<file path="src/hps_cmd_pkg.sv">
package hps_cmd_pkg;

	// Host word width
	localparam int IO_W = 16;

	////////////////////////////////////////
	// Command opcodes
	////////////////////////////////////////

	// Display size plus porch and sync widths
	localparam logic [7:0] CMD_VIDEO_TIMING = 8'h20;
	// Vertical size override
	localparam logic [7:0] CMD_VSET         = 8'h27;
	// Free-scale flag and horizontal override
	localparam logic [7:0] CMD_HSET         = 8'h37;
	// Two custom aspect ratios
	localparam logic [7:0] CMD_ASPECT       = 8'h3A;

	////////////////////////////////////////
	// Host word views
	////////////////////////////////////////

	// First word of a command
	typedef struct packed {
		logic [7:0] spare;
		logic [7:0] opcode;
	} io_op_t;

	// Every data word after the opcode
	typedef struct packed {
		logic        flag;
		logic [2:0]  spare;
		logic [11:0] value;
	} io_prm_t;

	typedef union packed {
		io_op_t  op;
		io_prm_t prm;
	} io_word_u;

endpackage

</file>
<file path="src/vid_geom_pkg.sv">
package vid_geom_pkg;

	////////////////////////////////////////
	// Coordinate format
	////////////////////////////////////////

	// Width of every coordinate and size
	localparam int COORD_W = 12;

	////////////////////////////////////////
	// Display defaults
	////////////////////////////////////////

	// 1920x1080 until the host sends a timing command
	localparam logic [COORD_W-1:0] DEF_WIDTH  = 12'd1920;
	localparam logic [COORD_W-1:0] DEF_HEIGHT = 12'd1080;

	////////////////////////////////////////
	// Window calculator
	////////////////////////////////////////

	// One full pass of the calculator, in clocks
	localparam int CALC_STEPS = 8;

endpackage

</file>
<file path="src/vid_cfg_if.sv">
`timescale 1ns/1ps

interface vid_cfg_if #(
	parameter int COORD_W = 12
) ();

	// Display size from the timing command
	logic [COORD_W-1:0] disp_width;
	logic [COORD_W-1:0] disp_height;

	// Size overrides where zero means unused
	logic [COORD_W-1:0] vset;
	logic [COORD_W-1:0] hset;
	logic               freescale;

	// Custom aspect ratios that i_arx picks when i_ary is zero
	logic [COORD_W-1:0] arc1x;
	logic [COORD_W-1:0] arc1y;
	logic [COORD_W-1:0] arc2x;
	logic [COORD_W-1:0] arc2y;

	// Written by the command decoder
	modport dec (
		output disp_width,
		output disp_height,
		output vset,
		output hset,
		output freescale,
		output arc1x,
		output arc1y,
		output arc2x,
		output arc2y
	);

	// Read by the window calculator
	modport calc (
		input disp_width,
		input disp_height,
		input vset,
		input hset,
		input freescale,
		input arc1x,
		input arc1y,
		input arc2x,
		input arc2y
	);

endinterface

</file>
<file path="src/aspect_window.sv">
`timescale 1ns/1ps

module aspect_window #(
	parameter int COORD_W = 12
) (
	input  logic               clk_vid,
	input  logic               i_rst_n,
	input  logic [COORD_W-1:0] i_arx,
	input  logic [COORD_W-1:0] i_ary,
	vid_cfg_if.calc            cfg,
	output logic [COORD_W-1:0] o_hmin,
	output logic [COORD_W-1:0] o_hmax,
	output logic [COORD_W-1:0] o_vmin,
	output logic [COORD_W-1:0] o_vmax
);

	localparam int STEP_W = $clog2(vid_geom_pkg::CALC_STEPS);
	localparam logic [STEP_W-1:0] STEP_TARGET = '0;
	localparam logic [STEP_W-1:0] STEP_CLIP   = STEP_W'(vid_geom_pkg::CALC_STEPS - 2);
	localparam logic [STEP_W-1:0] STEP_CENTRE = STEP_W'(vid_geom_pkg::CALC_STEPS - 1);

	logic [STEP_W-1:0]    step;
	logic [COORD_W-1:0]   use_w;
	logic [COORD_W-1:0]   use_h;
	logic [COORD_W-1:0]   rat_x;
	logic [COORD_W-1:0]   rat_y;
	logic                 use_full;
	logic [2*COORD_W-1:0] w_calc;
	logic [2*COORD_W-1:0] h_calc;
	logic [COORD_W-1:0]   vid_w;
	logic [COORD_W-1:0]   vid_h;
	logic [COORD_W-1:0]   h_off;
	logic [COORD_W-1:0]   v_off;

	// No ratio or free scale fills the usable area
	assign use_full = cfg.freescale || (rat_x == '0) || (rat_y == '0);

	// Window is centred in the full display
	assign h_off = (cfg.disp_width - vid_w) >> 1;
	assign v_off = (cfg.disp_height - vid_h) >> 1;

	////////////////////////////////////////
	// Usable size, ratio and target size
	////////////////////////////////////////

	always_ff @(posedge clk_vid) begin
		// Override applies only when nonzero and smaller
		use_h <= ((cfg.vset != '0) && (cfg.vset < cfg.disp_height)) ? cfg.vset
			: cfg.disp_height;
		use_w <= ((cfg.hset != '0) && (cfg.hset < cfg.disp_width)) ? cfg.hset
			: cfg.disp_width;

		if (i_ary == '0) begin
			// i_arx picks a custom ratio
			if (i_arx == COORD_W'(1)) begin
				rat_x <= cfg.arc1x;
				rat_y <= cfg.arc1y;
			end else if (i_arx == COORD_W'(2)) begin
				rat_x <= cfg.arc2x;
				rat_y <= cfg.arc2y;
			end else begin
				rat_x <= '0;
				rat_y <= '0;
			end
		end else begin
			rat_x <= i_arx;
			rat_y <= i_ary;
		end

		if (step == STEP_TARGET) begin
			if (use_full) begin
				w_calc <= (2*COORD_W)'(use_w);
				h_calc <= (2*COORD_W)'(use_h);
			end else begin
				w_calc <= (use_h * rat_x) / rat_y;
				h_calc <= (use_w * rat_y) / rat_x;
			end
		end

		// Clip to the usable area
		if (step == STEP_CLIP) begin
			vid_w <= (w_calc > use_w) ? use_w : w_calc[COORD_W-1:0];
			vid_h <= (h_calc > use_h) ? use_h : h_calc[COORD_W-1:0];
		end
	end

	////////////////////////////////////////
	// Step counter and window outputs
	////////////////////////////////////////

	always_ff @(posedge clk_vid or negedge i_rst_n) begin
		if (!i_rst_n) begin
			step   <= '0;
			o_hmin <= '0;
			o_hmax <= '0;
			o_vmin <= '0;
			o_vmax <= '0;
		end else begin
			step <= step + 1'b1;
			if (step == STEP_CENTRE) begin
				o_hmin <= h_off;
				o_hmax <= h_off + vid_w - 1'b1;
				o_vmin <= v_off;
				o_vmax <= v_off + vid_h - 1'b1;
			end
		end
	end

endmodule

</file>
<file path="src/csync_gen.sv">
`timescale 1ns/1ps

module csync_gen #(
	parameter int COORD_W = 12,
	parameter int CNT_W   = 16
) (
	input  logic clk_vid,
	input  logic i_rst_n,
	input  logic i_hsync,
	input  logic i_vsync,
	output logic o_csync
);

	// Largest hsync pulse that fits the pulse register
	localparam logic [CNT_W-1:0] PULSE_MAX = CNT_W'({COORD_W{1'b1}});

	logic               hs_d;
	logic               hs_rise;
	logic               hs_fall;
	logic               hs_shaped;
	logic               vs_q;
	logic [CNT_W-1:0]   line_cnt;
	logic [CNT_W-1:0]   low_len;
	logic [COORD_W-1:0] pulse_len;

	assign hs_rise = i_hsync & ~hs_d;
	assign hs_fall = ~i_hsync & hs_d;

	assign o_csync = vs_q ^ hs_shaped;

	always_ff @(posedge clk_vid or negedge i_rst_n) begin
		if (!i_rst_n) begin
			hs_d      <= 1'b0;
			hs_shaped <= 1'b0;
			vs_q      <= 1'b0;
			line_cnt  <= '0;
			low_len   <= '0;
			pulse_len <= '0;
		end else begin
			hs_d <= i_hsync;
			vs_q <= i_vsync;

			// The edge cycle counts as the first cycle of the line
			if (hs_rise) begin
				line_cnt <= CNT_W'(1);
				low_len  <= line_cnt - CNT_W'(pulse_len);
			end else if (~&line_cnt) begin
				line_cnt <= line_cnt + 1'b1;
			end

			if (hs_fall) begin
				pulse_len <= (line_cnt > PULSE_MAX) ? '1 : line_cnt[COORD_W-1:0];
			end

			// Inside vsync the pulse is stretched over the low phase
			if (!i_vsync) begin
				hs_shaped <= i_hsync;
			end else if (hs_rise) begin
				hs_shaped <= 1'b0;
			end else if (line_cnt == low_len) begin
				hs_shaped <= 1'b1;
			end
		end
	end

endmodule

</file>
<file path="src/hps_cmd_decoder.sv">
`timescale 1ns/1ps

module hps_cmd_decoder #(
	parameter int COORD_W = 12
) (
	input  logic                  clk_vid,
	input  logic                  i_rst_n,
	input  logic                  i_io_uio,
	input  logic                  i_io_strobe,
	input  hps_cmd_pkg::io_word_u i_io_din,
	vid_cfg_if.dec                cfg
);

	logic                  uio_q;
	logic                  strobe_q;
	logic                  strobe_qq;
	hps_cmd_pkg::io_word_u din_q;
	logic                  word_stb;

	// Command state
	logic       has_cmd;
	logic [7:0] cmd;
	logic [3:0] cnt;

	////////////////////////////////////////
	// Strobe edge detection
	////////////////////////////////////////

	// Data word travels with the registered strobe
	always_ff @(posedge clk_vid) begin
		din_q <= i_io_din;
	end

	// One word per rising strobe edge while uio is high
	assign word_stb = uio_q & strobe_q & ~strobe_qq;

	////////////////////////////////////////
	// Command sequencing and registers
	////////////////////////////////////////

	always_ff @(posedge clk_vid or negedge i_rst_n) begin
		if (!i_rst_n) begin
			uio_q           <= 1'b0;
			strobe_q        <= 1'b0;
			strobe_qq       <= 1'b0;
			has_cmd         <= 1'b0;
			cmd             <= '0;
			cnt             <= '0;
			cfg.disp_width  <= vid_geom_pkg::DEF_WIDTH;
			cfg.disp_height <= vid_geom_pkg::DEF_HEIGHT;
			cfg.vset        <= '0;
			cfg.hset        <= '0;
			cfg.freescale   <= 1'b0;
			cfg.arc1x       <= '0;
			cfg.arc1y       <= '0;
			cfg.arc2x       <= '0;
			cfg.arc2y       <= '0;
		end else begin
			uio_q     <= i_io_uio;
			strobe_q  <= i_io_strobe;
			strobe_qq <= strobe_q;

			if (!uio_q) begin
				// Idle until the next opcode
				has_cmd <= 1'b0;
				cmd     <= '0;
				cnt     <= '0;
			end else if (word_stb) begin
				if (!has_cmd) begin
					has_cmd <= 1'b1;
					cmd     <= din_q.op.opcode;
					cnt     <= '0;
				end else begin
					// Saturate so late words never alias to low indices
					if (cnt != 4'hF) begin
						cnt <= cnt + 4'd1;
					end

					case (cmd)
						hps_cmd_pkg::CMD_VIDEO_TIMING: begin
							// Porch and sync words only advance the count
							if (cnt == 4'd0) begin
								cfg.disp_width <= COORD_W'(din_q.prm.value);
							end
							if (cnt == 4'd4) begin
								cfg.disp_height <= COORD_W'(din_q.prm.value);
							end
						end
						hps_cmd_pkg::CMD_VSET: begin
							cfg.vset <= COORD_W'(din_q.prm.value);
						end
						hps_cmd_pkg::CMD_HSET: begin
							cfg.freescale <= din_q.prm.flag;
							cfg.hset      <= COORD_W'(din_q.prm.value);
						end
						hps_cmd_pkg::CMD_ASPECT: begin
							case (cnt)
								4'd0: cfg.arc1x <= COORD_W'(din_q.prm.value);
								4'd1: cfg.arc1y <= COORD_W'(din_q.prm.value);
								4'd2: cfg.arc2x <= COORD_W'(din_q.prm.value);
								4'd3: cfg.arc2y <= COORD_W'(din_q.prm.value);
								default: ;
							endcase
						end
						default: ;
					endcase
				end
			end
		end
	end

endmodule

</file>
<file path="src/sync_polarity_fix.sv">
`timescale 1ns/1ps

module sync_polarity_fix #(
	parameter int CNT_W = 16
) (
	input  logic clk_vid,
	input  logic i_rst_n,
	input  logic i_sync,
	output logic o_sync
);

	logic             s1;
	logic             s2;
	logic             pol;
	logic [CNT_W-1:0] cnt;
	logic [CNT_W-1:0] high_len;
	logic [CNT_W-1:0] low_len;

	// Short phase always comes out high
	assign o_sync = i_sync ^ pol;

	always_ff @(posedge clk_vid or negedge i_rst_n) begin
		if (!i_rst_n) begin
			s1       <= 1'b0;
			s2       <= 1'b0;
			pol      <= 1'b0;
			cnt      <= '0;
			high_len <= '0;
			low_len  <= '0;
		end else begin
			s1 <= i_sync;
			s2 <= s1;

			// Phase counter restarts on every transition
			if (s1 != s2) begin
				cnt <= '0;
			end else if (~&cnt) begin
				cnt <= cnt + 1'b1;
			end

			// Rising edge ends a low phase, falling edge a high phase
			if (s1 & ~s2) begin
				low_len <= cnt;
			end
			if (~s1 & s2) begin
				high_len <= cnt;
			end

			pol <= high_len > low_len;
		end
	end

endmodule

</file>
<file path="src/vid_geom_top.sv">
`timescale 1ns/1ps

module vid_geom_top #(
	parameter int COORD_W = vid_geom_pkg::COORD_W,
	parameter int CNT_W   = 16
) (
	input  logic                         clk_vid,
	input  logic                         i_rst_n,

	// Host command port
	input  logic                         i_io_uio,
	input  logic                         i_io_strobe,
	input  logic [hps_cmd_pkg::IO_W-1:0] i_io_din,

	// Aspect ratio from the core
	input  logic [COORD_W-1:0]           i_arx,
	input  logic [COORD_W-1:0]           i_ary,

	// Raw and normalised syncs
	input  logic                         i_hs_raw,
	input  logic                         i_vs_raw,
	output logic                         o_hs_fix,
	output logic                         o_vs_fix,
	output logic                         o_csync,

	// Output window
	output logic [COORD_W-1:0]           o_hmin,
	output logic [COORD_W-1:0]           o_hmax,
	output logic [COORD_W-1:0]           o_vmin,
	output logic [COORD_W-1:0]           o_vmax
);

	vid_cfg_if #(.COORD_W(COORD_W)) cfg_bus ();

	////////////////////////////////////////
	// Geometry path
	////////////////////////////////////////

	hps_cmd_decoder #(.COORD_W(COORD_W)) dec0 (
		.clk_vid     (clk_vid),
		.i_rst_n     (i_rst_n),
		.i_io_uio    (i_io_uio),
		.i_io_strobe (i_io_strobe),
		.i_io_din    (i_io_din),
		.cfg         (cfg_bus)
	);

	aspect_window #(.COORD_W(COORD_W)) win0 (
		.clk_vid (clk_vid),
		.i_rst_n (i_rst_n),
		.i_arx   (i_arx),
		.i_ary   (i_ary),
		.cfg     (cfg_bus),
		.o_hmin  (o_hmin),
		.o_hmax  (o_hmax),
		.o_vmin  (o_vmin),
		.o_vmax  (o_vmax)
	);

	////////////////////////////////////////
	// Sync path
	////////////////////////////////////////

	sync_polarity_fix #(.CNT_W(CNT_W)) sync_h (
		.clk_vid (clk_vid),
		.i_rst_n (i_rst_n),
		.i_sync  (i_hs_raw),
		.o_sync  (o_hs_fix)
	);

	sync_polarity_fix #(.CNT_W(CNT_W)) sync_v (
		.clk_vid (clk_vid),
		.i_rst_n (i_rst_n),
		.i_sync  (i_vs_raw),
		.o_sync  (o_vs_fix)
	);

	// Composite sync from the normalised pair
	csync_gen #(.COORD_W(COORD_W), .CNT_W(CNT_W)) csync0 (
		.clk_vid (clk_vid),
		.i_rst_n (i_rst_n),
		.i_hsync (o_hs_fix),
		.i_vsync (o_vs_fix),
		.o_csync (o_csync)
	);

endmodule
</file>
<file path="config.mk">
export PLATFORM = sky130hd
export DESIGN_NAME = vid_geom_top
export DESIGN_NICKNAME = d
export VERILOG_FILES = /design/src/hps_cmd_pkg.sv /design/src/vid_geom_pkg.sv /design/src/vid_cfg_if.sv /design/src/aspect_window.sv /design/src/csync_gen.sv /design/src/hps_cmd_decoder.sv /design/src/sync_polarity_fix.sv /design/src/vid_geom_top.sv
export SDC_FILE = /design/constraint.sdc
export NUM_CORES = 2
export LEC_CHECK = 0
export BUFFER_PORTS_ARGS = -buffer_cell sky130_fd_sc_hd__buf_2
export CAP_MARGIN = 30
export CORE_MARGIN = 3
export CORE_UTILIZATION = 25
export DETAILED_ROUTE_END_ITERATION = 8
export GPL_ROUTABILITY_DRIVEN = 1
export PLACE_DENSITY = 0.44
export SLEW_MARGIN = 15
export SYNTH_ARGS = -nofsm -noshare
export SYNTH_HDL_FRONTEND = slang
export SYNTH_HIERARCHICAL = 1
export SYNTH_SLANG_ARGS = --single-unit
</file>
<file path="constraint.sdc">
create_clock -name clk_vid -period 68.5 [get_ports clk_vid]
set_input_delay 3.425 -clock clk_vid [delete_from_list [all_inputs] [get_ports clk_vid]]
set_output_delay 3.425 -clock clk_vid [all_outputs]
set_load 0.005 [all_outputs]
</file>
-- Word level (Yosys, flattened, before mapping)
Cells that the tools add are included.
- $lt $le $gt $ge: 7
- div/mod/pow operators: 2
- add/sub/neg operators: 12
- equal/unequal tests: 23
- reduce and logical (&&, ||, !) cells: 24
- bitwise logic cells: 18
- multipliers: 2
- multiplexer cells: 31
- operator list (operator ; count):
    2-to-1 mux 12 bit ; 13
    2-to-1 mux 16 bit ; 6
    adder 16 x 1 -> 16 bit, second input constant ; 3
    divider 24 x 12 -> 24 bit ; 2
    greater-than comparator 24 x 12 -> 1 bit ; 2
    multiplier 12 x 12 -> 24 bit ; 2
    AND reduction 16 bit ; 3
    zero test 12 bit ; 3
    equality test 8 x 6 -> 1 bit, second input constant ; 4
    greater-than comparator 16 bit ; 2
    AND reduction 5 bit ; 6
    adder 11 x 12 -> 12 bit ; 2
    less-than comparator 12 bit ; 2
    2-to-1 mux 8 bit ; 3
    nonzero test 12 bit ; 2
    subtractor 12 x 1 -> 12 bit, second input constant ; 2
    subtractor 12 bit ; 2
    equality test 16 bit ; 1
    greater-than comparator 16 x 12 -> 1 bit, second input constant ; 1
    2-to-1 mux 4 bit ; 4
    subtractor 16 x 12 -> 16 bit ; 1
    equality test 12 x 1 -> 1 bit, second input constant ; 1
    equality test 12 x 2 -> 1 bit, second input constant ; 1
    bitwise AND 1 bit ; 8
    other kinds (20) ; 43
- register bits after elaboration: 447
- bits of input ports: 46
- output and inout port bits: 51
- word-level logic and storage cells: 168

-- Logic depth before layout (Yosys ltp)
- depth in word-level cells: 5
- gate-level depth with buffers: 337

-- Modules after synthesis
The synthesis kept the hierarchy.
- modules (own cells, without submodules) (module ; instances ; seq. area each (um2) ; area an instance (um2) ; cells each):
    aspect_window ; 1 ; 4349.2 ; 43536.8 ; 5647
    hps_cmd_decoder ; 1 ; 3098.0 ; 4872.2 ; 310
    csync_gen ; 1 ; 1176.1 ; 3015.4 ; 335
    sync_polarity_fix at sync_h ; 1 ; 1276.2 ; 2526.2 ; 238
    sync_polarity_fix at sync_v ; 1 ; 1276.2 ; 2526.2 ; 239

-- Worst setup path after synthesis
OpenSTA, ideal clock, no wires.
- path type: flip-flop to flip-flop
- start point: register win0.rat_x[10]
- end point: register win0.w_calc[0], data pin
- setup slack: 4.620 ns
- data arrival time: 63.610 ns
- clock period less this slack: 63.880 ns
- library setup time: 0.270 ns
- stages on the path, launching flop included: 323
- path through: dfxtp_1 > clkbuf_1 > clkinv_1 > nor2_1 > fa_1 > fa_1 > fa_1 > fa_1 > inv_1 > fa_1 > inv_1 > ha_1 > nand2_1 > nor2_1 > o211ai_2 > a31oi_1 > nor2_1 > xor2_1 > [287 not listed] > buf_8 > nand2_1 > o21ai_1 > ha_1 > a21oi_1 > nor2b_1 > o21ai_0 > nand2b_1 > a21oi_1 > nor2b_1 > o21ai_0 > nand2b_1 > a21oi_1 > nor2_1 > a2111oi_0 > o2111ai_1 > nor2_1 > a41oi_2
- cells in the longest elaborated chain, start to end: 4
- RTL lines (item ; RTL line ; source):
    start: declaration ; aspect_window.sv:25 ; logic [COORD_W-1:0] rat_x;
    start signal: assignment ; aspect_window.sv:56 ; rat_x <= cfg.arc1x;
    start signal: assignment ; aspect_window.sv:59 ; rat_x <= cfg.arc2x;
    start signal: assignment ; aspect_window.sv:66 ; rat_x <= i_arx;
    parallel branches: the longest is 3 deep, another holds multiplier 12 x 12 -> 24 bit ; -- ;
    2-to-1 mux 12 bit * ; aspect_window.sv:71 ; if (use_full) begin
    end signal: assignment ; aspect_window.sv:72 ; w_calc <= (2*COORD_W)'(use_w);
    end signal: assignment ; aspect_window.sv:75 ; w_calc <= (use_h * rat_x) / rat_y;
    end: declaration ; aspect_window.sv:28 ; logic [2*COORD_W-1:0] w_calc;
Mark *: on every way between the ends.
A chain may end at the register's enable or synchronous reset.

-- Worst setup path after layout
- start point: register win0.rat_x[4]
- end point: register win0.w_calc[0], data pin
Same word-level chain as after synthesis.

==> results.ini <==
[worst_setup_path]
critPathMaxFanout = 22
r2r.worst_path.cells = 300
path_common_cell = o21a_1
critPathMaxStageDelay_ps = 660
end_kind = flop
critPathBufInv = 23
worst_setup_path_start_kind = flop
cp_slowest_cell = dfxtp_1
worst-path-stages = 300
critPathArrivalTime_ps = 64350
cpLargestDelayFamily = compound AO/OA/AOI/OAI gates
required_ps = 68840
critPathKind = reg -> reg

[clocking]
numCtsBuffers = 50
cts_tree = done
h-tree-depth = 2
clk_latency_ps = 670
clkSinkCount = 444
clk_pin_slew_ps = 70
clk_path_buf_depth = 3
root_buffer = clkbuf_16

[timing]
slew_headroom = 0.288
tightest_slew_ps = 1060
period_minus_slack_ps = 64000
fmax_mhz = 15.6
tns_ps = 0
finClkSkew_ps = 76.5
finalSetupViolCount = 0
hold_viol = 0
maxSlewViolCount = 0
finalCritPeriodShare = 0.934

[floorplanning]
row_count = 173
dieArea_sq_um = 232000
die_h_um = 481
start_util = 0.253
core_sq_um = 223000
ios = 97
chipWidth_um = 481

[flow_run]
cap_viol_max_count = 0

[detailed_routing]
wl_um = 178000
drc = 0
drt_pass1_iterations = 5
vias_per_cell = 4.95
drtAntennaViolNets = 0
drt_iter0_drc = 2645
vias = 49342
post_drt_wl_per_cell_um = 17.8

[global_route]
grt.total_usage = 0.150
antenna_found_initial = 4
grt_max_degree = 112
overflow = 0
grt_pass1_vias = 48784
grt_pass1_wl_um = 280000

[yosys]
synthArstFlopShare = 0.700
post-synth-top-count-cell = ha_1
synth.top_cells.by_count = ha_1 (740), nand2_1 (697), inv_1 (571)
synth_edf_count = 72
synth_cell_type_count = 132
yosysSeqAreaShare = 0.198
synth-main-ff-cell = dfrtp_1
synth_top_area_share = 0.164
synth_area_leader_cell = ha_1
syn_area_sq_um = 56500
postSynthAreaPerCell_sq_um = 8.34
synth.ff_latch_count = 444
yosysWarningCount = 6
syn_inst = 6769
synth_area_leaders = ha_1 (16%), dfrtp_1 (13%), fa_1 (7.3%)

[cells_and_area]
fin_cells = 9967
area_delta_synth_final_pct = 13.0
num-fill-cells = 24091
final_area_sq_um = 63800
layout-drive-gt1-share = 0.132
fin_nets = 7940

[hold_path]
whs_path_depth = 0
worstHoldPathType = reg -> reg

[placement]
gp_congestion = 0.849
port_buffers = 91
place_area_sq_um = 61500
place_inst = 9839
hpwl_um = 142000

[outcome]
status = complete, no violations

[kinds of logic after synthesis]
family                     share of synthesized area
xor gates and xnor gates                      0.0467
adders and majority gates                      0.237
AOI/OAI and AO/OA                              0.205
buffers and inverters                         0.0570
and+or+nand+nor                                0.190
muxes                                         0.0669
other                                      0.0000664
DFF                                            0.198
[path summary, 6_finish.rpt]
| check | to | startpoint | slack, ps |
|---|---|---|---|
| max in group asynchronous | sync_v/high_len[13] | i_rst_n | 63780 |
| worst min register to register | sync_h/s2 | sync_h/s1 | 440 |
| worst min-delay path | sync_h/s2 | sync_h/s1 | 440 |
| worst max register to register | win0/w_calc[0] | win0/rat_x[4] | 4500 |
| min in group asynchronous | sync_h/s1 | i_rst_n | 2860 |
| worst max-delay path | win0/w_calc[0] | win0/rat_x[4] | 4500 |
[layout by cell type (no fill, tap or decap), drive strengths merged, types with 261 or more instances in the layout]
cell and count:
dfrtp 303, buf 357, nor3 275, o21ai 363, inv 576, nor2 549, nand2 700, mux2 261
ha 740, a21oi 344
[layout make-up]
type / instances / area, sq um / area share
Multi-Input combinational cell: 5514 / 42400 / 0.665
Sequential cell: 444 / 11200 / 0.175
Tap cell: 2975 / 3720 / 0.0583
Timing Repair Buffer: 357 / 2580 / 0.0404
Inverter: 582 / 2230 / 0.0349
Clock buffer: 64 / 1390 / 0.0217
Clock inverter: 30 / 289 / 0.00453
Antenna cell: 1 / 2.50 / 0.0000392
[worst register-to-register path, delay by kind of cell, from the launching register on]
kind	cells	cell delay [ps]
AOI/OAI and AO/OA	159	32900
muxes	6	1880
buffers and inverters	23	3750
xor gates and xnor gates	1	90
and+or+nand+nor	81	14840
adders and majority gates	30	9650
DFF	1	660
[layer usage]
layer	vias up	track usage	share of wire
li1	24637	-	-
met1	23924	0.208	0.49
met2	639	0.257	0.47
met3	140	0.0129	0.028
met4	2	0.0239	0.015
met5	-	0	0.000051
[registers in the layout, indices dropped and copies added, names as in the netlist, 13 cells and up]
register,cells
sync_h/low_len,16
csync0/line_cnt,16
dec0/din_q,13
win0/w_calc,24
csync0/low_len,16
sync_v/high_len,16
sync_h/high_len,16
win0/h_calc,24
sync_v/cnt,16
sync_h/cnt,16
sync_v/low_len,16
[stage by stage]
| stage | utilization | setup slack (ps) | hold WS, ps |
|---|---|---|---|
| after floorplan | - | 4620 | 380 |
| after global placement | 0.275 | 1240 | 414 |
| after detailed placement | 0.275 | 1100 | 412 |
| after CTS | 0.283 | 697 | 443 |
| after global routing | 0.286 | -41.3 | 449 |
| final | 0.286 | 4500 | 438 |
[what timing repair did]
action,CTS,global route
hold buffers,0,0
setup endpoints to repair,0,4
resized for setup,0,101
setup buffers,0,29
Power is not shown: default switching activity piles up to over one toggle a cycle in this logic, so the estimate is an artifact.
